## src/rtl/lb_pkg.sv

```systemverilog
package lb_pkg;

   // Local bus widths
   localparam int LB_ADDR_W = 24;
   localparam int LB_DATA_W = 32;

   // Trace buffer geometry, 2048 words of 32 bits
   localparam int TRACE_AW = 11;
   localparam int TRACE_DW = 32;

   // Low trace bits watched by the trigger
   localparam int TRIG_W = 9;

   // Register indices in the low address byte
   localparam logic [7:0] REG_POWER = 8'h76;
   localparam logic [7:0] REG_TRACE = 8'h78;
   localparam logic [7:0] REG_LINK  = 8'h79;
   localparam logic [7:0] REG_THRU  = 8'h7a;

   // ASCII read-back words
   localparam logic [31:0] STR_GOOD = "Good";
   localparam logic [31:0] STR_BYE  = "bye ";
   localparam logic [31:0] STR_WORL = "Worl";
   localparam logic [31:0] STR_DAVI = "Davi";
   // Ends with CR LF
   localparam logic [31:0] STR_END  = {"d!", 16'h0d0a};

   // One bus address, decoded as a register write or as a read selection
   typedef union packed {
      struct packed {
         logic [15:0] upper;
         logic [7:0]  reg_index;
      } regs;
      struct packed {
         logic [10:0] upper;
         logic        trace_page;
         logic        spare;
         logic [10:0] ram_addr;
      } rd;
   } lb_addr_u;

endpackage

```

## src/rtl/lb_read_mux.sv

```systemverilog
`timescale 1ns/1ps

module lb_read_mux (
   input  logic                         fp_clk,
   input  logic                         rst_n,
   input  lb_pkg::lb_addr_u             lb_addr,
   input  logic                         trace_req,
   input  logic [lb_pkg::TRACE_DW-1:0]  rd_data,
   output logic [lb_pkg::TRACE_AW-1:0]  rd_addr,
   output logic [lb_pkg::LB_DATA_W-1:0] lb_rdata
);

   logic [1:0] word_sel;

   // The RAM sees the address straight from the bus
   assign rd_addr  = lb_addr.rd.ram_addr;
   assign word_sel = lb_addr.rd.ram_addr[1:0];

   // Follows the address on every cycle, no strobe involved
   always_ff @(posedge fp_clk) begin
      if (!rst_n) begin
         lb_rdata <= '0;
      end else if (lb_addr.rd.trace_page) begin
         // Second stage behind the RAM read register
         lb_rdata <= rd_data;
      end else begin
         case (word_sel)
            2'd0: lb_rdata <= lb_pkg::STR_GOOD;
            2'd1: lb_rdata <= lb_pkg::STR_BYE;
            // Davi while a trace request is outstanding
            2'd2: lb_rdata <= trace_req ? lb_pkg::STR_DAVI : lb_pkg::STR_WORL;
            default: lb_rdata <= lb_pkg::STR_END;
         endcase
      end
   end

endmodule

```

## config.mk

```make
export PLATFORM = sky130hd
export DESIGN_NAME = lb_read_mux
export DESIGN_NICKNAME = d
export VERILOG_FILES = /design/src/rtl/lb_pkg.sv /design/src/rtl/lb_read_mux.sv
export SDC_FILE = /design/constraint.sdc
export NUM_CORES = 1
export LEC_CHECK = 0
export BUFFER_PORTS_ARGS = -buffer_cell sky130_fd_sc_hd__buf_4
export CORE_UTILIZATION = 37
export DETAILED_ROUTE_END_ITERATION = 10
export GPL_ROUTABILITY_DRIVEN = 0
export PLACE_DENSITY_LB_ADDON = 0.1
export SYNTH_ARGS = -nofsm -noshare
export SYNTH_HDL_FRONTEND = slang
export SYNTH_SLANG_ARGS = --single-unit
```

## constraint.sdc

```tcl
create_clock -name fp_clk -period 1.25 [get_ports fp_clk]
set_clock_uncertainty 0.1 [all_clocks]
set_input_delay 0.125 -clock fp_clk [delete_from_list [all_inputs] [get_ports fp_clk]]
set_output_delay 0.125 -clock fp_clk [all_outputs]
set_load 0.01 [all_outputs]
```

Yosys cells after proc, flatten, opt, wreduce, memory -nomap -nowiden
Cells that the tools add are included.
Operators by class
  equal/unequal tests: 2
  reductions and logical operators: 1
  muxes and demuxes: 3
Operators by type and width (number)
  case mux 30 bit (3 select lines): 1
  2-to-1 mux 32 bit: 1
  2-to-1 mux 29 bit: 1
  == test 2 x 1 -> 1 bit, second input constant: 1
  == test 2 bit, second input constant: 1
  logical NOT 2 bit: 1
Word-level totals
  output and inout bits: 43
  input bits: 59
  logic and storage cells: 7
  flip-flop bits (word level): 32

Logic depth before layout (Yosys ltp)
  depth in word-level cells: 3
  mapped depth: 5
  depth with buffers taken out: 5

Worst setup path before layout
No wires, ideal clock.
  path kind: input port to flip-flop
  start point: input lb_addr[0] (netlist name)
  end point: register lb_rdata[19] (netlist name)
  arrival: 0.936 ns
  setup slack: 0.100 ns
  cell stages on the path: 5
  data required time: 1.036 ns
  path through: inv_1 > ha_1 > nor2b_1 > o31a_1 > a21o_1
Between the ends
  longest elaborated chain between the ends: 3
RTL lines
  from (decl): RTL line lb_read_mux.sv:6  | input lb_pkg::lb_addr_u lb_addr,
  == test 2 bit (tied with other cells): RTL line lb_read_mux.sv:27  | case (word_sel)
  case mux 30 bit (3 select lines) *: RTL line lb_read_mux.sv:27
  2-to-1 mux 32 bit *: RTL line lb_read_mux.sv:23  | end else if (lb_addr.rd.trace_page) begin
  to (signal assigned): RTL line lb_read_mux.sv:25  | lb_rdata <= rd_data;
  to (signal assigned): RTL line lb_read_mux.sv:28  | 2'd0: lb_rdata <= lb_pkg::STR_GOOD;
  to (signal assigned): RTL line lb_read_mux.sv:29  | 2'd1: lb_rdata <= lb_pkg::STR_BYE;
  to (decl): RTL line lb_read_mux.sv:10  | output logic [lb_pkg::LB_DATA_W-1:0] lb_rdata
Every way passes the cells marked *; elsewhere a longest branch is shown, timed or not.
A chain may end at the register's enable or synchronous reset.

Worst setup path after layout
  start point: input trace_req
  end point: register lb_rdata[19] (netlist name)
Between the ends
  longest elaborated chain between the ends: 3
RTL lines
  from (decl): RTL line lb_read_mux.sv:7  | input logic trace_req,
  2-to-1 mux 29 bit: RTL line lb_read_mux.sv:31  | 2'd2: lb_rdata <= trace_req ? lb_pkg::STR_DAVI : lb_pkg::STR_WORL;
  case mux 30 bit (3 select lines): RTL line lb_read_mux.sv:27
  2-to-1 mux 32 bit: RTL line lb_read_mux.sv:23
  to (signal assigned): RTL line lb_read_mux.sv:28
  to (signal assigned): RTL line lb_read_mux.sv:31
  to (signal assigned): RTL line lb_read_mux.sv:32  | default: lb_rdata <= lb_pkg::STR_END;
No other way between the ends.

==> results.yml <==
status:
  status: "complete, no violations"
power_and_ir_drop:
  p_sw_uw: 539
  p_per_area_nw_per_um2: 1090
  intPower_uw: 1790
  clkPwrFrac: 0.332
  switching_share: 0.232
  comb_power_share: 0.194
  leakagePower_uw: 0.00110
  seqPwrFrac: 0.474
  peakVddDrop_mv: 0.644
setup_path:
  arrival_ns: 1.24
  crit_type: "in -> reg"
  critPathCaptureType: "flip-flop"
  crit_required_ns: 1.37
  path_cells: "dlygate4sd3_1 -> buf_4 -> nor2b_1 -> o31a_1 -> a21o_1"
  slowest_delay_ns: 0.52
  crit_slowest_cell: "dlygate4sd3_1"
  cp_max_fo: 3
  critPathLaunchType: "primary input"
finish:
  layout.nets: 282
  fillers: 236
  syn_to_final_growth_pct: 76.4
  stdcell_area_um2: 2140
  regMostFlops: "lb_rdata"
  top_regs: "lb_rdata x32"
  largest_reg_flops: 32
  drive_gt1_frac: 0.399
  n_antenna_cell: 0
  layout_common_cells: "buf_4 (78), dlygate4sd3_1 (32), dfxtp_1 (32), nand2_1 (12), nor2b_1 (7)"
  layout_commonest_cell: "buf_4"
timing:
  slew_viol_final: 0
  slew_headroom: 0.732
  whs_ns: 0.0213
  hold_viol: 0
  setup_ws_ns: 0.138
  min_period_ns: 1.11
  fmax_ghz: 0.899
  period_share: 0.890
  setup_viol_count_final: 0
  tightest_slew_ns: 0.402
  rsz0062_at_grt: "false"
synth:
  syn_nets: 182
  ys_types: 24
  ys_warn_count: 0
  seq_area_frac_synth: 0.529
  synth-async-reset-ratio: 0
  synth_edf_count: 0
  synthCells: 117
  syn_avg_cell_area_um2: 10.4
  syn_area_um2: 1210
  synthFlopType: "dfxtp_1"
  ys_seq_elements: 32
placed_design:
  place_area_um2: 1740
  dpl.hpwl_um: 2000
  io_buffers: 71
  pre_cts_ws_ns: -0.0220
route:
  avgViaCountPerCell: 4.28
  totalWireLength_um: 3000
  firstDrtPassIters: 4
  ant_nets: 0
  drt_iter0_markers: 30
  num_vias: 1122
  post-route-drc-count: 0
  wire_per_inst_um: 11.5
global_routing:
  track_usage: 0.182
  overflow: 0
  grt_pass1_vias: 1119
  grt_pass1_wl_um: 4700
  antenna_found_initial: 0
  grt_max_degree: 23
clocking:
  clock_sinks: 32
  clk_pin_slew_ns: 0.10
  cts_max_level: 2
  cts_buffers: 5
  ctsResizeCount: 0
  cts-root-buf: "clkbuf_4"
  postCtsHoldBufs: 32
  clk_path_buf_depth: 2
  post_cts.repair.setup_buffers: 0
  cts_tree: "yes"
die:
  die-area_um2: 3510
  initial_core_util: 0.393
  die_y_um: 59.2
  core_area_um2: 3080
  io_pins: 102
  rows: 20
  die_w_um: 59.2
flow_run:
  maxCapViolations: 0
min_path:
  hold_class: "in -> reg"
-- Yosys cell counts (2+ instances only) --
cell / number / share of area
a21o_1: 6 / 0.037
and3_1: 6 / 0.031
buf_2: 2 / 0.0083
dfxtp_1: 32 / 0.53
and2_1: 4 / 0.021
nor2b_1: 7 / 0.036
clkbuf_1: 3 / 0.0093
nand2_1: 12 / 0.037
inv_1: 3 / 0.0093
o21ai_0: 5 / 0.021
mux2i_1: 4 / 0.033
ha_1: 6 / 0.062
buf_4: 11 / 0.068
nor2_1: 2 / 0.0062
a21oi_1: 3 / 0.012
o21a_1: 3 / 0.019
-- final timing paths --
| check | from | cells after the start | endpoint | slack (ns) |
|---|---|---|---|---|
| min | rd_data[11] | 4 | lb_rdata[11] | 0.02 |
| max | trace_req | 5 | lb_rdata[19] | 0.14 |
-- power by group through the flow --
stage / Combinational (µW) / Clock [µW] / Sequential, µW
after floorplan: 147 / 0 / 1160
after global routing: 493 / 833 / 1110
after detailed placement: 371 / 0 / 1130
after CTS: 453 / 796 / 1100
after global placement: 366 / 0 / 1120
final: 451 / 771 / 1100
-- cell families after synthesis --
| kind of cell | after synthesis | synth area share |
|---|---|---|
| fa+ha+maj | 6 | 0.0620 |
| simple gates | 34 | 0.156 |
| buf+inv | 20 | 0.104 |
| compound gates | 21 | 0.116 |
| mux | 4 | 0.0331 |
| flops | 32 | 0.529 |
-- routing by layer --
layer | routed length [µm] | up-vias | share of wire | GRT usage
met1 | 1120 | 493 | 0.37 | 0.179
met5 | 0 | - | 0 | 0
met3 | 208 | 13 | 0.069 | 0.0677
met4 | 54 | 0 | 0.018 | 0.0782
met2 | 1620 | 42 | 0.54 | 0.335
li1 | - | 574 | - | -
-- stage by stage --
stage / total power, µW / utilization / TNS [ns] / instances
final: 2320 / 0.694 / 0 / 262
after global routing: 2430 / 0.694 / 0 / 262
after CTS: 2350 / 0.694 / 0 / 262
after detailed placement: 1500 / 0.564 / -0.0440 / 222
after global placement: 1490 / 0.564 / -0.0282 / 222
after floorplan: 1310 / - / 0 / 117
-- critical path: cells and delay by family --
family | cells | cell delay (ns)
buf+inv | 2 | 0.63
compound gates | 2 | 0.41
simple gates | 1 | 0.06
-- area by class of cell --
class,instances,area (µm²),area share
multi-input cells,65,444,0.208
clock inverters,3,42.5,0.0199
inverters,3,11.3,0.00527
well taps,44,55.1,0.0258
repair buffers,110,906,0.424
clock buffers,5,37.5,0.0176
flip-flops and latches,32,641,0.300
No activity file was read; power rests on OpenSTA's default activity.
