`src/rtl/lb_pkg.sv`:
```
package lb_pkg;

   // Local bus widths
   localparam int LB_ADDR_W = 24;
   localparam int LB_DATA_W = 32;

   // Trace buffer geometry, 2048 words of 32 bits
   localparam int TRACE_AW = 11;
   localparam int TRACE_DW = 32;

   // Low trace bits watched by the trigger
   localparam int TRIG_W = 9;

   // Register indices in the low address byte
   localparam logic [7:0] REG_POWER = 8'h76;
   localparam logic [7:0] REG_TRACE = 8'h78;
   localparam logic [7:0] REG_LINK  = 8'h79;
   localparam logic [7:0] REG_THRU  = 8'h7a;

   // ASCII read-back words
   localparam logic [31:0] STR_GOOD = "Good";
   localparam logic [31:0] STR_BYE  = "bye ";
   localparam logic [31:0] STR_WORL = "Worl";
   localparam logic [31:0] STR_DAVI = "Davi";
   // Ends with CR LF
   localparam logic [31:0] STR_END  = {"d!", 16'h0d0a};

   // One bus address, decoded as a register write or as a read selection
   typedef union packed {
      struct packed {
         logic [15:0] upper;
         logic [7:0]  reg_index;
      } regs;
      struct packed {
         logic [10:0] upper;
         logic        trace_page;
         logic        spare;
         logic [10:0] ram_addr;
      } rd;
   } lb_addr_u;

endpackage

```
`src/rtl/lb_ctrl_regs.sv`:
```
`timescale 1ns/1ps

module lb_ctrl_regs (
   input  logic                         fp_clk,
   input  logic                         rst_n,
   input  lb_pkg::lb_addr_u             lb_addr,
   input  logic                         lb_strobe,
   input  logic                         lb_rd,
   input  logic [lb_pkg::LB_DATA_W-1:0] lb_wdata,
   output logic [3:0]                   power_conf,
   output logic                         an_bypass,
   output logic                         rd_hack,
   output logic                         nomangle,
   output logic                         trace_nowait,
   output logic                         trace_arm
);

   logic       wr_stb;
   logic [7:0] idx;

   // A write is any strobe without the read flag
   assign wr_stb = lb_strobe & ~lb_rd;
   assign idx    = lb_addr.regs.reg_index;

   always_ff @(posedge fp_clk) begin
      if (!rst_n) begin
         power_conf   <= 4'b0000;
         an_bypass    <= 1'b1;
         rd_hack      <= 1'b0;
         nomangle     <= 1'b0;
         trace_nowait <= 1'b0;
         trace_arm    <= 1'b0;
      end else begin
         // Single-cycle arm, one edge after the strobe
         trace_arm <= wr_stb && (idx == lb_pkg::REG_TRACE);

         if (wr_stb) begin
            case (idx)
               lb_pkg::REG_POWER: begin
                  power_conf <= lb_wdata[3:0];
               end
               lb_pkg::REG_TRACE: begin
                  trace_nowait <= lb_wdata[0];
               end
               lb_pkg::REG_LINK: begin
                  // Bit 1 disparity hack, bit 0 autonegotiation bypass
                  rd_hack   <= lb_wdata[1];
                  an_bypass <= lb_wdata[0];
               end
               lb_pkg::REG_THRU: begin
                  nomangle <= lb_wdata[0];
               end
               default: begin
                  // Unmapped index, nothing to update
               end
            endcase
         end
      end
   end

endmodule

```
`config.mk`:
```
export PLATFORM = sky130hd
export DESIGN_NAME = lb_ctrl_regs
export DESIGN_NICKNAME = d
export VERILOG_FILES = /design/src/rtl/lb_pkg.sv /design/src/rtl/lb_ctrl_regs.sv
export SDC_FILE = /design/constraint.sdc
export NUM_CORES = 1
export LEC_CHECK = 0
export BUFFER_PORTS_ARGS = -buffer_cell sky130_fd_sc_hd__buf_2
export CAP_MARGIN = 20
export CORE_MARGIN = 2
export CORE_UTILIZATION = 24
export DETAILED_ROUTE_END_ITERATION = 8
export GPL_TIMING_DRIVEN = 0
export PLACE_DENSITY = 0.84
export RECOVER_POWER = 25
export SYNTH_ARGS = -nofsm -noshare
export SYNTH_HDL_FRONTEND = slang
export SYNTH_SLANG_ARGS = --single-unit
```
`constraint.sdc`:
```
create_clock -name fp_clk -period 0.9 [get_ports fp_clk]
set_input_delay 0.045 -clock fp_clk [delete_from_list [all_inputs] [get_ports fp_clk]]
set_output_delay 0.045 -clock fp_clk [all_outputs]
set_load 0.1 [all_outputs]
```
# Word-level counts from Yosys, hierarchy flattened
# Cells that the tools add are included.
# op_classes
reduce_logical	5
n_bitwise	2
eq_ne	4
# ops
cell	n
$eq A8 B7 Y1 const B	4
$reduce_and A2 Y1	4
$and A1 B1 Y1	1
$logic_and A1 B1 Y1	1
$not A1 Y1	1
# totals
reg_bits	9
word_cells	17
input_bits	60
output_inout_bits	9

# Logic depth before layout (Yosys ltp)
# Gate-level depths: netlist of run 1.
# depth
depth_word	3
depth_mapped	3

# Worst setup path after synthesis of run 1
# No wires, ideal clock.
# synth_timing
path_kind	register to register
from	register power_conf[0] (netlist name)
to	register power_conf[0]
path_stages_with_launch	3
n_path_buf	0
required_time_ns	0.827
arrival_ns	1.158
setup_slack_ns	-0.331
path_cell_list	dfxtp_1 nand2_1 mux2i_1
# synth_rtl
item	line_no	rtl
end signal, assigned	lb_ctrl_regs.sv:40	power_conf <= lb_wdata[3:0];
end, declared	lb_ctrl_regs.sv:10	output logic [3:0] power_conf,

# Worst setup path after layout of run 1
# layout_timing
from	input lb_addr[2] (netlist bit)
to	register rd_hack
# layout_via
elab_chain_cells	2
# layout_lines
item	line_no	rtl
start, declared	lb_ctrl_regs.sv:6	input lb_pkg::lb_addr_u lb_addr,
$eq A8 B7 Y1	lb_ctrl_regs.sv:38	case (idx)
$reduce_and A2 Y1 (no source line)	--	
end signal, assigned	lb_ctrl_regs.sv:47	rd_hack <= lb_wdata[1];
end, declared	lb_ctrl_regs.sv:12	output logic rd_hack,
# No other way between the ends.
# A chain may end at the register's enable or synchronous reset.

==> results.md, run 1 <==
* Outcome: finished clean
* Num ports at 69
* Synthesized area at ~430 µm²
* Slew HR at 0.739
* Pin count of the biggest net entering global routing at 11
* Initial Util at 0.251
* Critical Path AT at 1.07 ns
* RSZ-0062 raised after global routing: yes
* Commonest cells after routing, fill and taps aside: 13 x buf_2, 11 x nand2_1, 11 x buf_6, 8 x mux2i_1, 5 x dfxtp_2
* Core ar. at ~0.0017 mm²
* First-pass detailed-route iteration total at 2
* Antenna cells at 0
* Clk Tree Root Cell: clkbuf_4
* Chip Height at approximately 46 µm
* CTS Buf Count at 3
* Post-Route M1 WL at 383 µm
* # hold bufs at CTS at 0
* Crit Path Max Fanout at 3
* MaxCap Viol Count at 0
* Critical path's slowest cell: or3b_4
* Unique masters post-synth at 14
* H-tree Lvls at 1
* Met2 wire len at roughly 470 µm
* Placed instance area at approximately 600 µm²
* Cells after Synth at 42
* Worst skew pair latency at 0.25 ns
* Worst reg2reg setup slack at between 0.2 and 0.3 ns
* Fin. Hold Viols at 0
* Seq/Total Area, Yosys at 0.421
* Pleak at ~0.32 nW
* Kind of critical path: in -> reg
* Fin crit share at 0.987
* Wire length per cell at roughly 9.4 µm
* Drt via density at between 4 and 5
* Top delay family on crit path: simple AND/OR/NAND/NOR gates
* Post-route ant nets at 0
* Post-layout net count at 131
* Vias at 392
* Clock sink count at 9
* I/O Buffers at 24
* Cell Count, Final, Fillers Out at between 90 and 100
* Max Buffers Root-to-Sink at 2
* Fin area at 704 µm²
* Power Density at roughly 1100 mW/mm²
* Worst Tran Pin Value at a little under 0.4 ns
* Starting DRT DRC Count at 3
* CTS tree: done
* Setup crit end kind: flip-flop
* Post-DP HPWL at 751 µm
* Tmin final at ~0.9 ns
* Critical path required time at 1.08 ns
* Proportion of layout cells with a drive suffix above 1 at 0.557
* Routed wire length at 897 µm
* Syn_area_per_cell at 10.2 µm²
* First-pass GRT wire length at 1420 µm
* Commonest non-fill, non-tap cell in the layout: buf_2
* Largest stage delay on the critical path at approximately 0.42 ns
* Die area at 0.00214 mm²
* Clk slew on worst S/H paths at 0.06 ns
* F_max at roughly 1100 MHz
* Max-slew violation total from the final report at 0
* Post-CTS Setup Bufs at 0
* VDD IR max at around 1.0 mV
* Vias in the first global route at around 350
* Synth Warn # at 0
* Gr usage total at 0.0978
* Met3 routed WL at approximately 43 µm
* DR top layer: met3
* Critical-path cell list: buf_6 -> or3b_4 -> nor4_4 -> mux2i_1
* Setup violators final at 0
* Initial antenna violation count at 0
* Area growth, synth to finish at 64.6%
* Syn_nets at ~100
* Post-synthesis register bit count at 9
* Setup Skew at 0 ns
* Placed insts at a little over 90
* Global route overflow at 0
* Rows at 15
* GP Congestion at approximately 0.65
* Startpoint types: input pin
* Die width at around 46 µm
* Post-route DRC at 0
* Crit path buf inv count at 1
* Type of the most critical hold path: in -> reg
cells in the mapped netlist, drive strengths merged:
| master | number | share of area |
|---|---|---|
| or3b | 1 | 0.026 |
| clkbuf | 1 | 0.0088 |
| and4b | 1 | 0.023 |
| nand4b | 3 | 0.061 |
| nand2 | 11 | 0.096 |
| mux2i | 8 | 0.19 |
| nor4 | 2 | 0.079 |
| nand2b | 1 | 0.015 |
| and2 | 1 | 0.015 |
| dfxtp | 9 | 0.42 |
| nor2b | 2 | 0.029 |
| and4bb | 1 | 0.029 |
| inv | 1 | 0.0088 |
final cells by class:
class / count / area, µm²
Inverter: 1 / 3.75
Multi-Input combinational cell: 31 / 249
Sequential cell: 9 / 201
Tap cell: 25 / 31.3
Buffer: 1 / 3.75
Fill cell: 181 / 1000
Clock buffer: 4 / 26.3
Timing Repair Buffer: 24 / 189
repair_timing:
item                                    4_1_cts  5_1_grt
cloned                                        0        0
hold endpoints to repair                      0        0
endpoints found under the setup margin        9        5
gates resized for setup                      17        4
path summary, 6_finish.rpt:
kind | start | end | cells after the start
hold / removal | lb_wdata[2] | power_conf[2] | 3
setup reg to reg | an_bypass | an_bypass | 2
hold reg to reg | power_conf[0] | power_conf[0] | 2
setup / recovery | lb_addr[2] | rd_hack | 4
sequential cells by signal (all words and copies together) (netlist names):
signal / count
an_bypass: 1
nomangle: 1
power_conf: 4
rd_hack: 1
trace_arm: 1
trace_nowait: 1
cells by family (layout without fill, tap and decap cells):
family,Yosys count,in the layout,share of synthesized area
buffers and inverters,2,30,0.0175
DFF,9,9,0.421
muxes,8,8,0.187
and+or+nand+nor,23,23,0.374
metal layers:
metal,GRT usage,vias to the layer above
li1,-,204
met1,0.111,177
met2,0.158,11
met3,0.0706,0
met4,0,0
met5,0,-
stage by stage:
stage          TNS [ns]  hold WS, ns  setup slack [ns]  total power [W]   util
2_1_floorplan    -0.276        0.173           -0.0778         0.000430      -
3_3_place_gp      -1.56        0.280            -0.260         0.000470  0.352
3_5_place_dp      -1.68        0.288            -0.259         0.000474  0.352
4_1_cts               0       0.0106           0.00297         0.000786  0.398
5_1_grt         -0.0316       0.0277           -0.0309         0.000827  0.412
6_report              0       0.0149            0.0118         0.000779  0.412
where the power goes:
| group | leakage [nW] | internal [W] | switching [W] |
|---|---|---|---|
| sequential | 0.0773 | 0.000386 | 0.000000172 |
| combinational | 0.231 | 0.0000447 | 0.0000420 |
| clock | 0.0150 | 0.000170 | 0.000135 |
worst register-to-register path, stage by stage, from the launching register on:
cell	delay, ns
dfxtp_2	0.32
nor2b_1	0.10
mux2i_1	0.07
Note: power is estimated with default switching activity, not from simulation.
==> run 2, diff against run 1 <==
--- a/config.mk
+++ b/config.mk
@@ -8,11 +8,12 @@
 export BUFFER_PORTS_ARGS = -buffer_cell sky130_fd_sc_hd__buf_2
 export CAP_MARGIN = 20
 export CORE_MARGIN = 2
-export CORE_UTILIZATION = 24
+export CORE_UTILIZATION = 27
 export DETAILED_ROUTE_END_ITERATION = 8
 export GPL_TIMING_DRIVEN = 0
-export PLACE_DENSITY = 0.84
-export RECOVER_POWER = 25
+export PLACE_DENSITY = 0.89
+export RECOVER_POWER = 50
+export SKIP_CTS_REPAIR_TIMING = 1
 export SYNTH_ARGS = -nofsm -noshare
 export SYNTH_HDL_FRONTEND = slang
 export SYNTH_SLANG_ARGS = --single-unit
==> constraint.sdc (replaced) <==
create_clock -name fp_clk -period 1 [get_ports fp_clk]
set_input_delay 0.05 -clock fp_clk [delete_from_list [all_inputs] [get_ports fp_clk]]
set_output_delay 0.05 -clock fp_clk [all_outputs]
set_load 0.1 [all_outputs]
==> run 2 against run 1 <==
Against the previous run: design area decreased by 12%; first-iteration DRC count decreased by 67%; sequential power decreased by 7.5%; non-clock buffer count unchanged; core utilization increased by 0.60 points; critical path depth decreased by 3; power decreased by 7.9%; largest cell class unchanged; highest routed layer is now met4.
==> results.md, run 2 (synthesized netlist as in run 1, its figures left out) <==
* Chip Height at 43.8 µm (-5.2%)
* Critical path required time at 0.95 ns (-0.13 ns)
* Tmin final at between 0.9 and 1 ns
* Clk Tree Root Cell: clkbuf_4
* Worst Tran Pin Value at 0.405 ns (+0.0131 ns)
* Gr usage total at 0.135 (+0.0368)
* Num ports at 69 (unchanged)
* Starting DRT DRC Count at 1 (-2)
* Outcome: finished clean
* GP Congestion at 0.638 (-2.2%)
* Setup Skew at 0 ns (unchanged)
* Crit Path Max Fanout at 2 (-1)
* Post-Place Worst Slack at -0.173 ns (+0.0858 ns)
* Critical-path cell list: clkbuf_4
* Commonest cells after routing, fill and taps aside: 12 x clkbuf_4, 12 x buf_2, 11 x nand2_1, 8 x mux2i_1, 8 x dfxtp_2
* Die width at 43.8 µm (-5.2%)
* Pleak at 0.292 nW (-9.7%)
* First-pass GRT wire length at 1780 µm (+25%)
* Cell count along the critical path at 1 (-3)
* Area growth, synth to finish at 45.6%
* Rows at 14 (-1)
* Worst skew pair latency at 0.26 ns (about the same)
* Clock sink count at 9 (unchanged)
* Fin. Hold Viols at 0 (unchanged)
* PnR worst setup slack at 0.0320 ns (+0.0203 ns)
* Post-route ant nets at 0 (unchanged)
* RSZ-0062 raised after global routing: no
* Global route overflow at 0 (unchanged)
* Top delay family on crit path: flip-flops
* M3 GR Usage at 0.0542 (-0.0164)
* Proportion of layout cells with a drive suffix above 1 at 0.500 (-0.0571)
* Vias at 402 (+2.6%)
* Max-slew violation total from the final report at 0 (unchanged)
* Met2 GRT Util at 0.203 (+0.0446)
* Post-DP HPWL at 768 µm (+2.2%)
* I/O Buffers at 24 (unchanged)
* Power Density at 1150 mW/mm² (+4.1%)
* Drt via density at 4.67 (+13%)
* VDD IR max at 0.436 mV (-58%)
* Largest stage delay on the critical path at 0.33 ns (-0.09 ns)
* Slew HR at 0.730 (-0.00875)
* Die area at 0.00192 mm² (-10%)
* Core ar. at 0.00149 mm² (-13%)
* Largest Register: power_conf
* GR Util met1 at 0.150 (+0.0386)
* CTS Buf Count at 3 (unchanged)
* Clk slew on worst S/H paths at 0.07 ns (about the same)
* Setup violators final at 0 (unchanged)
* FILL cells at 150 (-17%)
* Post-layout util at 0.418 (+0.00603)
* Startpoint types: flip-flop
* First-pass detailed-route iteration total at 3 (+1)
* Hold path depth at 3 (unchanged)
* Kind of critical path: reg -> out
* Vias in the first global route at 407 (+17%)
* Type of the most critical hold path: in -> reg
* Initial antenna violation count at 0 (unchanged)
* Critical Path AT at 0.92 ns (-0.15 ns)
* Routed wire length at 974 µm (+8.6%)
* Post-route DRC at 0 (unchanged)
* Setup crit end kind: output pin
* Fin crit share at 0.968
* Reg2Reg Depth at 2 (unchanged)
* Max reg flops at 4 (unchanged)
* MaxCap Viol Count at 0 (unchanged)
* Initial Util at 0.287 (+0.0368)
* F_max at approximately 1000 MHz
* Critical path's slowest cell: dfxtp_2
* H-tree Lvls at 1 (unchanged)
* Pin count of the biggest net entering global routing at 11 (unchanged)
* Max Buffers Root-to-Sink at 2 (unchanged)
* Wire length per cell at 11.3 µm (+20%)
* Post-layout net count at 131 (unchanged)
* CTS tree: done
* Crit path buf inv count at 1 (unchanged)
* Antenna cells at 0 (unchanged)
* Most used routing layer: met2
==> run 2: changes by cell type in the layout (fill, tap and decap cells not counted), sizes merged <==
| cell | previous run | this run |
|---|---|---|
| buf | 24 | 12 |
| clkbuf | 5 | 17 |
==> run 2: worst min-delay path, cell delays in order <==
cell     delay (ns)
buf_2          0.09
nand2_1        0.04
mux2i_1        0.05
==> run 2: path summary, 6_finish.rpt <==
kind / endpoint / startpoint / slack (ns)
worst max register to register: an_bypass / an_bypass / 0.39
worst max-delay path: power_conf[1] / power_conf[1] / 0.03
worst min register to register: trace_nowait / trace_nowait / 0.45
worst min-delay path: power_conf[2] / lb_wdata[2] / 0.02
==> run 2: final cells by class <==
cell class              instances  area [µm²]  area share
well taps                      16        20.0      0.0321
multi-input cells              31         240       0.386
flip-flops and latches          9         190       0.305
clock buffers                   4        26.3      0.0422
repair buffers                 24         139       0.223
plain buffers                   1        3.75     0.00602
inverters                       1        3.75     0.00602
==> run 2: where the power goes <==
group | leakage [nW] | internal [W] | total [W] | switching (W)
sequential | 0.0756 | 0.000358 | 0.000358 | 0.000000108
combinational | 0.201 | 0.0000334 | 0.0000690 | 0.0000355
clock | 0.0150 | 0.000154 | 0.000290 | 0.000136
==> run 2: per-stage QoR <==
step	hold WS, ns	instance area [µm²]	TNS [ns]	cells	total power, W
floorplan	0.181	438	0	42	0.000397
global placement	0.287	578	-0.757	82	0.000434
finish	0.0231	623	0	86	0.000717
detailed placement	0.299	578	-0.840	82	0.000437
CTS	0.0202	604	-0.527	86	0.000729
global route	0.0343	623	0	86	0.000752
==> run 2: per-layer routing <==
| metal | wire length [µm] | vias up |
|---|---|---|
| met1 | 388 | 180 |
| met2 | 502 | 11 |
| met5 | 0 | - |
| met3 | 54 | 4 |
| met4 | 29 | 0 |
| li1 | - | 207 |
