### src/rtl/lb_pkg.sv
package lb_pkg;

   // Local bus widths
   localparam int LB_ADDR_W = 24;
   localparam int LB_DATA_W = 32;

   // Trace buffer geometry, 2048 words of 32 bits
   localparam int TRACE_AW = 11;
   localparam int TRACE_DW = 32;

   // Low trace bits watched by the trigger
   localparam int TRIG_W = 9;

   // Register indices in the low address byte
   localparam logic [7:0] REG_POWER = 8'h76;
   localparam logic [7:0] REG_TRACE = 8'h78;
   localparam logic [7:0] REG_LINK  = 8'h79;
   localparam logic [7:0] REG_THRU  = 8'h7a;

   // ASCII read-back words
   localparam logic [31:0] STR_GOOD = "Good";
   localparam logic [31:0] STR_BYE  = "bye ";
   localparam logic [31:0] STR_WORL = "Worl";
   localparam logic [31:0] STR_DAVI = "Davi";
   // Ends with CR LF
   localparam logic [31:0] STR_END  = {"d!", 16'h0d0a};

   // One bus address, decoded as a register write or as a read selection
   typedef union packed {
      struct packed {
         logic [15:0] upper;
         logic [7:0]  reg_index;
      } regs;
      struct packed {
         logic [10:0] upper;
         logic        trace_page;
         logic        spare;
         logic [10:0] ram_addr;
      } rd;
   } lb_addr_u;

endpackage

### src/rtl/trace_capture.sv
`timescale 1ns/1ps

module trace_capture (
   input  logic                         fp_clk,
   input  logic                         rst_n,
   input  logic [lb_pkg::TRACE_DW-1:0]  trace_in,
   input  logic                         trace_arm,
   input  logic                         trace_nowait,
   output logic                         trace_req,
   output logic [lb_pkg::TRACE_AW-1:0]  wr_addr,
   output logic [lb_pkg::TRACE_DW-1:0]  wr_data,
   output logic                         wr_en
);

   logic [lb_pkg::TRACE_DW-1:0] hist1;
   logic [lb_pkg::TRACE_DW-1:0] hist2;
   logic                        run;
   logic                        trace_done;
   logic                        trig;
   logic                        start;
   logic                        ending;

   // Trigger on any change of the low bits over two cycles
   assign trig = hist2[lb_pkg::TRIG_W-1:0] != trace_in[lb_pkg::TRIG_W-1:0];

   // No restart while the done flag is still waiting for req to drop
   assign start = trace_req & ~run & ~trace_done & (trace_nowait | trig);

   assign ending = run & (wr_addr == '1);

   // Recording the delayed word keeps the samples ahead of the trigger
   assign wr_data = hist2;
   assign wr_en   = run;

   // Input history
   always_ff @(posedge fp_clk) begin
      hist1 <= trace_in;
      hist2 <= hist1;
   end

   // Write address and run flag
   always_ff @(posedge fp_clk) begin
      if (!rst_n) begin
         run     <= 1'b0;
         wr_addr <= '0;
      end else begin
         wr_addr <= run ? wr_addr + 1'b1 : '0;
         if (start) begin
            run <= 1'b1;
         end
         if (ending) begin
            run <= 1'b0;
         end
      end
   end

   // Request/done flag pair
   always_ff @(posedge fp_clk) begin
      if (!rst_n) begin
         trace_req  <= 1'b0;
         trace_done <= 1'b0;
      end else begin
         if (trace_arm) begin
            trace_req <= 1'b1;
         end
         // Done wins over a late arm
         if (trace_done) begin
            trace_req <= 1'b0;
         end

         if (ending) begin
            trace_done <= 1'b1;
         end
         if (!trace_req) begin
            trace_done <= 1'b0;
         end
      end
   end

endmodule

### config.mk
export PLATFORM = sky130hd
export DESIGN_NAME = trace_capture
export DESIGN_NICKNAME = d
export VERILOG_FILES = /design/src/rtl/lb_pkg.sv /design/src/rtl/trace_capture.sv
export SDC_FILE = /design/constraint.sdc
export NUM_CORES = 1
export LEC_CHECK = 0
export BUFFER_PORTS_ARGS = -buffer_cell sky130_fd_sc_hd__buf_2
export CELL_PAD_IN_SITES_DETAIL_PLACEMENT = 0
export CELL_PAD_IN_SITES_GLOBAL_PLACEMENT = 2
export CORE_MARGIN = 2
export CORE_UTILIZATION = 29
export DETAILED_ROUTE_END_ITERATION = 16
export HOLD_SLACK_MARGIN = 0.03
export PLACE_DENSITY = 0.84
export SYNTH_ARGS = -nofsm -noshare
export SYNTH_HDL_FRONTEND = slang
export SYNTH_SLANG_ARGS = --single-unit
### constraint.sdc
create_clock -name fp_clk -period 1.5 [get_ports fp_clk]
set_input_delay 0.075 -clock fp_clk [delete_from_list [all_inputs] [get_ports fp_clk]]
set_output_delay 0.075 -clock fp_clk [all_outputs]
set_load 0.05 [all_outputs]
-- After elaboration in Yosys (flattened, before gate mapping)
Cells that the tools add are included.
- register bits after elaboration: 78
- input bits: 36
- output and inout bits: 45
- add/subtract/negate cells: 1
- equality and inequality tests: 2
- bitwise logic cells: 8
- reductions and logical operators: 4
- operators by type and width (cell ; count):
    11-bit by 1-bit adder with 11-bit output, second input constant ; 1
    11-bit == test, second input constant ; 1
    9-bit inequality test ; 1
    1-bit AND ; 4
    2-bit AND reduction ; 2
    2-bit OR reduction ; 2
    1-bit inverter ; 3
    1-bit bitwise OR ; 1

-- Longest topological paths before layout
Gate-level depths: netlist of run 1.
- depth after elaboration: 4
- gate-level depth with buffers: 5

-- Least setup slack after synthesis of run 1
OpenSTA, ideal clock, no wires.
- path type: reg2reg
- start: reg wr_addr[0] (netlist bit)
- end: reg run, in the netlist wr_en
- setup time: 0.123 ns
- arrival time: 1.557 ns
- data required time: 1.377 ns
- setup slack: -0.180 ns
- stages on the path, launching flop included: 6
- buffers on the path: 0
- clock period less this slack: 1.680 ns
- path through: dfxtp_1 > ha_1 > nand3_1 > nor4_4 > a21o_2 > nand2_1
- cells in the longest elaborated chain, start to end: 3
- ends and longest elaborated chain (what ; line ; source):
    start, declared ; trace_capture.sv:10 ; output logic [lb_pkg::TRACE_AW-1:0] wr_addr,
    start signal, assigned ; trace_capture.sv:47 ; wr_addr <= run ? wr_addr + 1'b1 : '0;
    11-bit == test ; trace_capture.sv:29 ; assign ending = run & (wr_addr == '1);
    1-bit AND ; trace_capture.sv:29 ;
    2-bit OR reduction (no line) ; -- ;
    end signal, assigned ; trace_capture.sv:44 ; run <= 1'b0;
    end signal, assigned ; trace_capture.sv:49 ; run <= 1'b1;
    end signal, assigned ; trace_capture.sv:52 ; run <= 1'b0;
    end, declared ; trace_capture.sv:17 ; logic run;
No other way between the ends.
A chain may end at the register's enable or synchronous reset.

-- Worst setup path in the final report of run 1
- start: reg wr_addr[0] (netlist bit)
- end: reg wr_addr[10] (netlist bit)
- cells in the longest elaborated chain, start to end: 1
- ends and longest elaborated chain (what ; line):
    11-bit by 1-bit adder with 11-bit output ; trace_capture.sv:47
No other way between the ends.

==> out/results.txt, run 1 <==
Placed inst area: 2440 µm²
Die width: 85.7 µm
Fin. max-slew vios: 0
Clk sinks: 78
Total setup buffers inserted after CTS: 0
Via count: 1369
Clk_lat worst skew: 0.33 ns
Slowest-stage cell, CP: dfxtp_2
WHS Path Cells: 0
Achievable frequency: 747 MHz
Top Ports: 81
Post-Syn Area: 1940 µm²
# diodes: 0
Crit Path Class: reg -> reg
Syn_area_per_cell: 14.5 µm²
R2r worst-path depth: 5
Worst EP required: 1.71 ns
DP Worst Slack: 0.150 ns
Post-cts sizing count: 0
Final min period: 1.34 ns
Register area share after synthesis: 80.6%
Max clock buf depth: 2
Fin. Hold Viols: 0
Fill cells: 591
Die Ht: 85.7 µm
Aggregate global routing overflow: 0
Startpoint Class: register
Hold Path Class: reg -> reg
Critical path data arrival time: 1.55 ns
# nets final: 297
Core ar.: 6420 µm²
DR pass1 iterations: 6
Pwr Density: 1360 nW/µm²
Core Rows: 29
CTS tree: done
Vias in the first global route: 1403
Worst slew margin: 75.1%
CTS Buf Count: 9
Share of cells above drive strength 1: 39.0%
Syn_nets: 171
Setup crit start: wr_addr[0]$_SDFF_PN0_
Max Cap Violations: 0
HP Start: hist1[7]$_DFF_P_
Crit path capture type: register
Crit-path max FO: 5
Via-to-Cell Ratio: 4.01
Largest net degree at the start of global routing: 13
Synth warn: 0
Starting Density: 30.2%
Fin crit share: 89.2%
CTS HTree Levels: 3
Critical path depth in cells: 5
Port bufs: 80
Comb power frac: 10.0%
CTS Root Cell: clkbuf_8
Status: completed
CP top delay family: simple AND/OR/NAND/NOR gates
Tot Pwr: 0.00405 W
Setup TNS: 0 ns
All-Layer GR Usage: 11.1%
Routed len/inst: 10.8 µm
Psw: 0.000969 W
Reg clk slew, reported paths: 0.08 ns
Clock network power share: 35.6%
Yosys cell types: 23
FF+latch count, synth: 78
Clock skew: 0.00776 ns
Initial antenna violation count: 0
Sequence of cells on the critical path: ha_1 > nand3_1 > nor4_4 > xnor2_1 > nor2_1
Final setup margin: 0.161 ns
Sw frac: 23.9%
Leak: 1.35 nW
First-pass GRT wire length: 6150 µm
Die area: 7350 µm²
Syn-to-layout area delta: 53.8%
Final Instance Area: 2980 µm²
Gpl congestion: 0.646
P_int: 0.00308 W
RSZ-0062 raised after global routing: false
DRC viols: 0
R2r startpoint: wr_addr[0]$_SDFF_PN0_
Slew @ Worst Pin: 0.372 ns
VDD IR max: 1010 µV
Crit path buffers/inverters: 0
Gate Count Post-Synth: 134
Setup-failing EPs final: 0
Final WL: 3690 µm
HPWL Detailed: 2380 µm
DR iter-0 viols: 46
Reg power frac: 54.4%
Critical path's largest stage delay: 0.36 ns
Hold WS: 0.325 ns
ANT nets after route: 0
[placed cells by master, fill, tap and decap left out]
cell / netlist / routed
a21oi_1: 1 / 1
or3_1: 1 / 1
a31oi_1: 1 / 1
a21o_2: 1 / 1
nand3_1: 3 / 3
clkbuf_1: 1 / 2
xor2_1: 5 / 5
clkinv_4: 0 / 1
nor3_1: 1 / 1
o21ai_0: 1 / 1
bufinv_16: 0 / 1
o41ai_1: 1 / 1
clkinv_2: 0 / 2
nor2_1: 11 / 11
dfxtp_2: 0 / 7
and4_1: 1 / 1
nand4_1: 3 / 3
inv_1: 1 / 1
nand2_1: 5 / 5
and3_1: 1 / 1
nor3b_1: 2 / 2
nor4_4: 1 / 1
dlygate4sd3_1: 0 / 36
nand2_2: 1 / 1
ha_1: 1 / 1
buf_2: 0 / 80
xnor2_1: 12 / 12
dfxtp_1: 78 / 71
clkbuf_8: 0 / 9
nor4bb_1: 1 / 1
[metrics by stage]
stage / util (%) / cells
2_1_floorplan: - / 134
4_1_cts: 46.4 / 341
5_1_grt: 46.4 / 341
3_3_place_gp: 38.0 / 290
3_5_place_dp: 38.0 / 290
6_report: 46.4 / 341
[state kept, by name, indices dropped and copies added, names as in the netlist]
register / count
wr_en: 1
wr_addr: 11
trace_req: 1
trace_done: 1
hist1: 32
wr_data: 32
[per-layer routing]
| layer | vias up | routed length, µm | track usage, % |
|---|---|---|---|
| met4 | 0 | 63 | 4.76 |
| met1 | 620 | 1500 | 11.9 |
| met3 | 9 | 323 | 6.54 |
| li1 | 688 | - | - |
| met5 | - | 0 | 0 |
| met2 | 52 | 1800 | 17.8 |
[logic make-up after synthesis]
family | count (synthesis) | synth area share [%]
buffers and inverters | 2 | 0.387
adders and majority gates | 1 | 0.646
DFF | 78 | 80.6
and+or+nand+nor | 31 | 8.91
AOI/OAI and AO/OA | 5 | 1.74
xor gates and xnor gates | 17 | 7.69
[path summary, 6_finish.rpt]
kind,end,slack (ns)
hold / removal,wr_data[7]$_DFF_P_,0.32
setup reg to reg,wr_addr[10]$_SDFF_PN0_,0.16
hold reg to reg,wr_data[7]$_DFF_P_,0.32
setup / recovery,wr_addr[10]$_SDFF_PN0_,0.16
[area by class of cell]
class                   count  area (µm²)  area share [%]
inverters                   1        3.75           0.126
multi-input cells          54         368            12.3
well taps                  77        96.3            3.23
clock buffers              11         131            4.41
flip-flops and latches     78        1570            52.7
clock inverters             4        48.8            1.64
repair buffers            116         761            25.5
[worst register-to-register path: stages (launching register included)]
cell	delay, ns
dfxtp_2	0.36
ha_1	0.18
nand3_1	0.21
nor4_4	0.26
xnor2_1	0.16
nor2_1	0.05
[Yosys cell counts]
library cell	n	area, µm²
nor3b_1	2	15.0
xnor2_1	12	105
and3_1	1	6.26
o21ai_0	1	5.00
clkbuf_1	1	3.75
or3_1	1	6.26
nor4_4	1	21.3
nor2_1	11	41.3
nor3_1	1	5.00
nand4_1	3	18.8
inv_1	1	3.75
o41ai_1	1	8.76
nand2_2	1	6.26
a21oi_1	1	5.00
nand3_1	3	15.0
nor4bb_1	1	10.0
dfxtp_1	78	1560
and4_1	1	8.76
ha_1	1	12.5
a31oi_1	1	6.26
xor2_1	5	43.8
a21o_2	1	8.76
nand2_1	5	18.8
[repair_timing]
| item | in CTS | in global routing |
|---|---|---|
| hold buffers | 36 | 0 |
| setup endpoints to repair | 0 | 0 |
| hold endpoints to repair | 36 | 0 |
[power by group through the flow]
| stage | Sequential, W | Combinational [W] | Clock, W |
|---|---|---|---|
| 6_report | 0.00220 | 0.000403 | 0.00144 |
| 2_1_floorplan | 0.00243 | 0.0000353 | 0 |
| 3_3_place_gp | 0.00224 | 0.000332 | 0 |
| 4_1_cts | 0.00220 | 0.000404 | 0.00150 |
| 3_5_place_dp | 0.00225 | 0.000332 | 0 |
| 5_1_grt | 0.00221 | 0.000427 | 0.00160 |
Note: power is estimated with default switching activity, not from simulation.
==> run 2: changes to the inputs <==
--- a/config.mk
+++ b/config.mk
@@ -8,7 +8,6 @@
 export BUFFER_PORTS_ARGS = -buffer_cell sky130_fd_sc_hd__buf_2
 export CELL_PAD_IN_SITES_DETAIL_PLACEMENT = 0
 export CELL_PAD_IN_SITES_GLOBAL_PLACEMENT = 2
-export CORE_MARGIN = 2
 export CORE_UTILIZATION = 29
 export DETAILED_ROUTE_END_ITERATION = 16
 export HOLD_SLACK_MARGIN = 0.03
==> run 2 against run 1 <==
Effect of this change:
- first-iteration DRC count is 30% lower
- critical path depth down 1
- clock skew barely moved
- fmax shrank 1.7%
- critical path type unchanged
- largest cell class unchanged
- utilization rose by 0.54 points
- sequential share of layout area decreased by 0.31 points
- highest routed layer unchanged
- critical endpoint is now wr_addr[6]$_SDFF_PN0_
- via count shrank 2.3%
- clock power is 10% higher
- non-clock buffer count is 1 lower
- total power is 3.6% higher
==> out/results.txt, run 2 (synthesized netlist as in run 1, its figures left out) <==
Worst slew margin: 74.0% (-1.1 points)
Port bufs: 80 (unchanged)
Slowest-stage cell, CP: or3_1
Gpl congestion: 0.664 (+2.8%)
Top Ports: 81 (unchanged)
Total setup buffers inserted after CTS: 0 (unchanged)
Syn-to-layout area delta: 54.7%
Max clock buf depth: 2 (unchanged)
CP top delay family: simple AND/OR/NAND/NOR gates
Via-to-Cell Ratio: 3.92 (-2.3%)
Setup TNS: 0 ns (unchanged)
Vias in the first global route: 1313 (-6.4%)
Fin crit share: 90.8% (+1.5 points)
Non-filler cells, final: 341 (unchanged)
ANT nets after route: 0 (unchanged)
CTS HTree Levels: 3 (unchanged)
WHS Path Cells: 0 (unchanged)
All-Layer GR Usage: 10.7% (-0.38 points)
Cells after DPL: 290 (unchanged)
First-pass GRT wire length: 5640 µm (-8.3%)
DR pass1 iterations: 4 (-2)
Final WL: 3570 µm (-3.3%)
Die Ht: 83.7 µm (-2.3%)
Sequence of cells on the critical path: ha_1 > nand3_1 > or3_1 > a21oi_1
Achievable frequency: 734 MHz (-1.7%)
Post-cts sizing count: 0 (unchanged)
Max Cap Violations: 0 (unchanged)
Reg clk slew, reported paths: 0.08 ns (about the same)
CTS hold repair buffers: 35 (-2.8%)
Crit path buffers/inverters: 0 (unchanged)
Worst Hold Path EP: wr_data[17]$_DFF_P_
Placed inst area: 2440 µm² (unchanged)
Final min period: 1.36 ns (+0.0230 ns)
Aggregate global routing overflow: 0 (unchanged)
DRC viols: 0 (unchanged)
Final Instance Area: 3000 µm² (+0.59%)
Worst EP required: 1.75 ns (+0.04 ns)
Share of cells above drive strength 1: 40.2% (+1.1 points)
R2r worst-path depth: 4 (-1)
# nets final: 296 (-0.34%)
Routed len/inst: 10.5 µm (-3.3%)
HP Start: hist1[17]$_DFF_P_
Crit path capture type: register
Core ar.: 6390 µm² (-0.57%)
Die width: 83.7 µm (-2.3%)
Clock skew: 0.00749 ns (-0.000270 ns)
Die area: 7010 µm² (-4.6%)
RSZ-0062 raised after global routing: false
Fin. max-slew vios: 0 (unchanged)
Slew @ Worst Pin: 0.389 ns (+0.0170 ns)
Largest net degree at the start of global routing: 14 (+1)
Status: completed
Critical path's largest stage delay: 0.37 ns (about the same)
Crit-path max FO: 5 (unchanged)
Commonest non-fill, non-tap cell in the layout: buf_2
CTS tree: done
Pwr Density: 1400 nW/µm² (+3.0%)
VDD IR max: 950 µV (-6.0%)
Crit Path Class: reg -> reg
Flop2flop setup slack: 0.14 ns (-0.02 ns)
Starting Density: 30.3% (+0.17 points)
Via count: 1337 (-2.3%)
DR iter-0 viols: 32 (-30%)
R2r startpoint: wr_addr[0]$_SDFF_PN0_
CTS Buf Count: 9 (unchanged)
Leak: 1.35 nW (+0.55%)
Critical path data arrival time: 1.61 ns (+0.06 ns)
Most frequent cells in the layout: buf_2, dfxtp_1, dlygate4sd3_1, xnor2_1
Setup-failing EPs final: 0 (unchanged)
Worst flop-to-flop path endpoint: wr_addr[6]$_SDFF_PN0_
Clk_lat worst skew: 0.33 ns (about the same)
HPWL Detailed: 2320 µm (-2.8%)
Core Rows: 29 (unchanged)
# diodes: 0 (unchanged)
Clk sinks: 78 (unchanged)
Startpoint Class: register
Fin. Hold Viols: 0 (unchanged)
Hold Path Class: reg -> reg
Initial antenna violation count: 0 (unchanged)
CTS Root Cell: clkbuf_8
run 2: worst max-delay path by stage:
stage                                     start                     end  slack (ns)  cells past startpoint
after floorplan           wr_addr[5]$_SDFF_PN0_      wr_en$_SDFFE_PP0P_        0.02                      4
after global placement    wr_addr[0]$_SDFF_PN0_  wr_addr[10]$_SDFF_PN0_        0.19                      5
after detailed placement  wr_addr[0]$_SDFF_PN0_      wr_en$_SDFFE_PP0P_        0.15                      5
after CTS                 wr_addr[0]$_SDFF_PN0_      wr_en$_SDFFE_PP0P_        0.13                      5
after global routing      wr_addr[0]$_SDFF_PN0_   wr_addr[6]$_SDFF_PN0_        0.01                      4
final                     wr_addr[0]$_SDFF_PN0_   wr_addr[6]$_SDFF_PN0_        0.14                      4
run 2: area by class of cell:
| cell class | count | area (µm²) |
|---|---|---|
| clock buffers | 11 | 151 |
| clock inverters | 5 | 56.3 |
| fillers | 605 | 3390 |
| inverters | 1 | 3.75 |
| multi-input cells | 54 | 368 |
| flip-flops and latches | 78 | 1570 |
| well taps | 77 | 96.3 |
| repair buffers | 115 | 751 |
run 2: report_power, final:
group / switching (W) / internal, W
clock: 0.000732 / 0.000860
sequential: 0.0000306 / 0.00217
combinational: 0.000252 / 0.000148
total: 0.00101 / 0.00318
run 2: routing by layer:
metal | wire length [µm] | vias up | track usage, %
met4 | 57 | 0 | 4.62
met3 | 321 | 7 | 6.43
met5 | 0 | - | 0
li1 | - | 683 | -
met1 | 1530 | 599 | 11.4
met2 | 1660 | 48 | 17.1
run 2: through the flow:
step	hold WS, ns	setup slack (ns)	power, W	utilization [%]
5_1_grt	0.334	0.0108	0.00438	46.9
3_3_place_gp	0.177	0.185	0.00258	38.2
3_5_place_dp	0.179	0.153	0.00258	38.2
2_1_floorplan	0.103	0.0164	0.00247	-
6_report	0.326	0.138	0.00419	46.9
4_1_cts	0.328	0.133	0.00426	46.9
run 2: worst register-to-register path, delay by kind of cell, from the launching register on:
kind / cells / cell delay, ns
simple gates: 2 / 0.59
compound gates: 1 / 0.14
flops: 1 / 0.36
fa+ha+maj: 1 / 0.19
==> run 3: changes to the inputs <==
--- a/config.mk
+++ b/config.mk
@@ -12,6 +12,7 @@
 export DETAILED_ROUTE_END_ITERATION = 16
 export HOLD_SLACK_MARGIN = 0.03
 export PLACE_DENSITY = 0.84
+export SETUP_SLACK_MARGIN = 0.3
 export SYNTH_ARGS = -nofsm -noshare
 export SYNTH_HDL_FRONTEND = slang
 export SYNTH_SLANG_ARGS = --single-unit
==> run 3 against run 2 <==
Effect of this change:
- critical endpoint is now wr_addr[10]$_SDFF_PN0_
- largest cell class unchanged
- combinational power rose by 1%
- clock power barely moved
- critical path depth rose by 1
- total power fell by 1.0%
- clock-buffer cell count fell by 2
==> out/results.txt, run 3 (synthesized netlist as in run 1, its figures left out) <==
Setup TNS: 0 ns (unchanged)
All-Layer GR Usage: 11.7% (+0.95 points)
Critical path depth in cells: 5 (+1)
Startpoint Class: register
Die area: 7010 µm² (unchanged)
Sequence of cells on the critical path: ha_4 > nand3_4 > nor4_4 > xnor2_1 > nor2_1
Non-filler cells, final: 343 (+0.59%)
Worst slew margin: 72.8% (-1.2 points)
Starting Density: 30.3% (unchanged)
R2r worst-path depth: 5 (+1)
Final WL: 3760 µm (+5.4%)
CTS Root Cell: clkbuf_8
Core ar.: 6390 µm² (unchanged)
Setup-failing EPs final: 0 (unchanged)
Fin. max-slew vios: 0 (unchanged)
Port bufs: 80 (unchanged)
Max Cap Violations: 0 (unchanged)
First-pass GRT wire length: 6120 µm (+8.4%)
# nets final: 298 (+0.68%)
HPWL Detailed: 2400 µm (+3.3%)
Clock skew: 0.00980 ns (+0.00231 ns)
Slew @ Worst Pin: 0.403 ns (+0.0137 ns)
WHS Path Cells: 5 (+5)
Crit Path Class: reg -> reg
Via-to-Cell Ratio: 3.95 (+0.68%)
Routed len/inst: 11.0 µm (+4.8%)
Largest net degree at the start of global routing: 16 (+2)
Share of cells above drive strength 1: 45.1% (+5.0 points)
Clk sinks: 78 (unchanged)
Core Rows: 29 (unchanged)
Syn-to-layout area delta: 59.2%
Achievable frequency: 835 MHz (+14%)
Worst EP required: 1.71 ns (-0.04 ns)
Pwr Density: 1350 nW/µm² (-3.8%)
CTS Buf Count: 9 (unchanged)
Gpl congestion: 0.673 (+1.4%)
CTS HTree Levels: 3 (unchanged)
Critical path's largest stage delay: 0.38 ns (about the same)
Critical path data arrival time: 1.41 ns (-0.20 ns)
ANT nets after route: 0 (unchanged)
Via count: 1354 (+1.3%)
DR pass1 iterations: 4 (unchanged)
Fill cells: 577 (-4.6%)
Cells after DPL: 290 (unchanged)
Aggregate global routing overflow: 0 (unchanged)
Hold WS: 0.138 ns (-0.187 ns)
Top Ports: 81 (unchanged)
Crit path capture type: register
Die Ht: 83.7 µm (unchanged)
Status: completed
Crit-path max FO: 5 (unchanged)
Hold Path Class: in -> reg
Max clock buf depth: 2 (unchanged)
DRC viols: 0 (unchanged)
CTS tree: done
Final min period: 1.20 ns (-0.163 ns)
Fin crit share: 79.9% (-11 points)
CP top delay family: flip-flops
Leak: 1.35 nW (about the same)
Reg clk slew, reported paths: 0.08 ns (about the same)
Crit path buffers/inverters: 0 (unchanged)
Fin. Hold Viols: 0 (unchanged)
# diodes: 0 (unchanged)
DR iter-0 viols: 28 (-13%)
Initial antenna violation count: 0 (unchanged)
Die width: 83.7 µm (unchanged)
Most frequent cells in the layout: buf_2, dfxtp_1, dlygate4sd3_1, xnor2_1, nor2_1
Vias in the first global route: 1373 (+4.6%)
RSZ-0062 raised after global routing: true
VDD IR max: 811 µV (-15%)
Commonest non-fill, non-tap cell in the layout: buf_2
Clk_lat worst skew: 0.34 ns (about the same)
Slowest-stage cell, CP: dfxtp_4
-- run 3: cell count changes in the layout (fill, tap and decap cells not counted), sizes merged --
cell      previous run  this run
clkinvlp             1         3
clkbuf              11         9
clkinv               2         0
buf                 80        82
inv                  2         4
-- run 3: path summary, 6_finish.rpt --
kind / startpoint / to / slack (ns)
setup / recovery: wr_addr[0]$_SDFF_PN0_ / wr_addr[10]$_SDFF_PN0_ / 0.30
setup reg to reg: wr_addr[0]$_SDFF_PN0_ / wr_addr[10]$_SDFF_PN0_ / 0.30
hold / removal: trace_in[3] / wr_en$_SDFFE_PP0P_ / 0.14
hold reg to reg: hist1[10]$_DFF_P_ / wr_data[10]$_DFF_P_ / 0.33
-- run 3: layout make-up --
cell class / instances / area, µm² / share of cell area [%]
multi-input combinational: 54 / 412 / 13.4
clock buffer: 9 / 124 / 4.02
clock inverter: 7 / 78.8 / 2.56
timing repair buffer: 117 / 766 / 24.8
sequential: 78 / 1600 / 52.0
inverter: 1 / 3.75 / 0.122
tap: 77 / 96.3 / 3.12
-- run 3: what timing repair did --
action                                  in CTS  in global routing
endpoints found under the hold margin       36                  0
endpoints found under the setup margin       2                  5
pin swaps                                    1                  2
hold buffers                                35                  0
gates resized for setup                      0                  2
gates cloned                                 0                  0
setup buffers                                2                  0
-- run 3: routing by layer --
layer / up-vias / part of all wire, % / GRT usage (%)
met1: 599 / 41 / 12.4
met5: - / 0 / 0
met2: 53 / 48 / 18.5
met4: 0 / 2.2 / 7.86
met3: 10 / 8.7 / 5.44
li1: 692 / - / -
-- run 3: stage by stage --
stage | utilization, % | area [µm²] | setup WS (ns) | power (W)
CTS | 48.1 | 3070 | 0.296 | 0.00421
global route | 48.3 | 3080 | 0.226 | 0.00434
finish | 48.3 | 3080 | 0.302 | 0.00415
global placement | 39.2 | 2510 | 0.309 | 0.00256
detailed placement | 39.2 | 2510 | 0.305 | 0.00257
floorplan | - | 2010 | 0.138 | 0.00245
-- run 3: worst register-to-register path: stages, from the launching register on --
cell and delay (ns):
dfxtp_4 0.38, ha_4 0.15, nand3_4 0.11, nor4_4 0.22, xnor2_1 0.16, nor2_1 0.05
-- run 3: power by group --
| part | internal, W | switching, W | leakage, nW | total, W |
|---|---|---|---|---|
| Combinational | 0.000150 | 0.000255 | 0.598 | 0.000404 |
| Sequential | 0.00215 | 0.0000336 | 0.662 | 0.00219 |
| Clock | 0.000785 | 0.000773 | 0.0929 | 0.00156 |
| Total | 0.00309 | 0.00106 | 1.35 | 0.00415 |
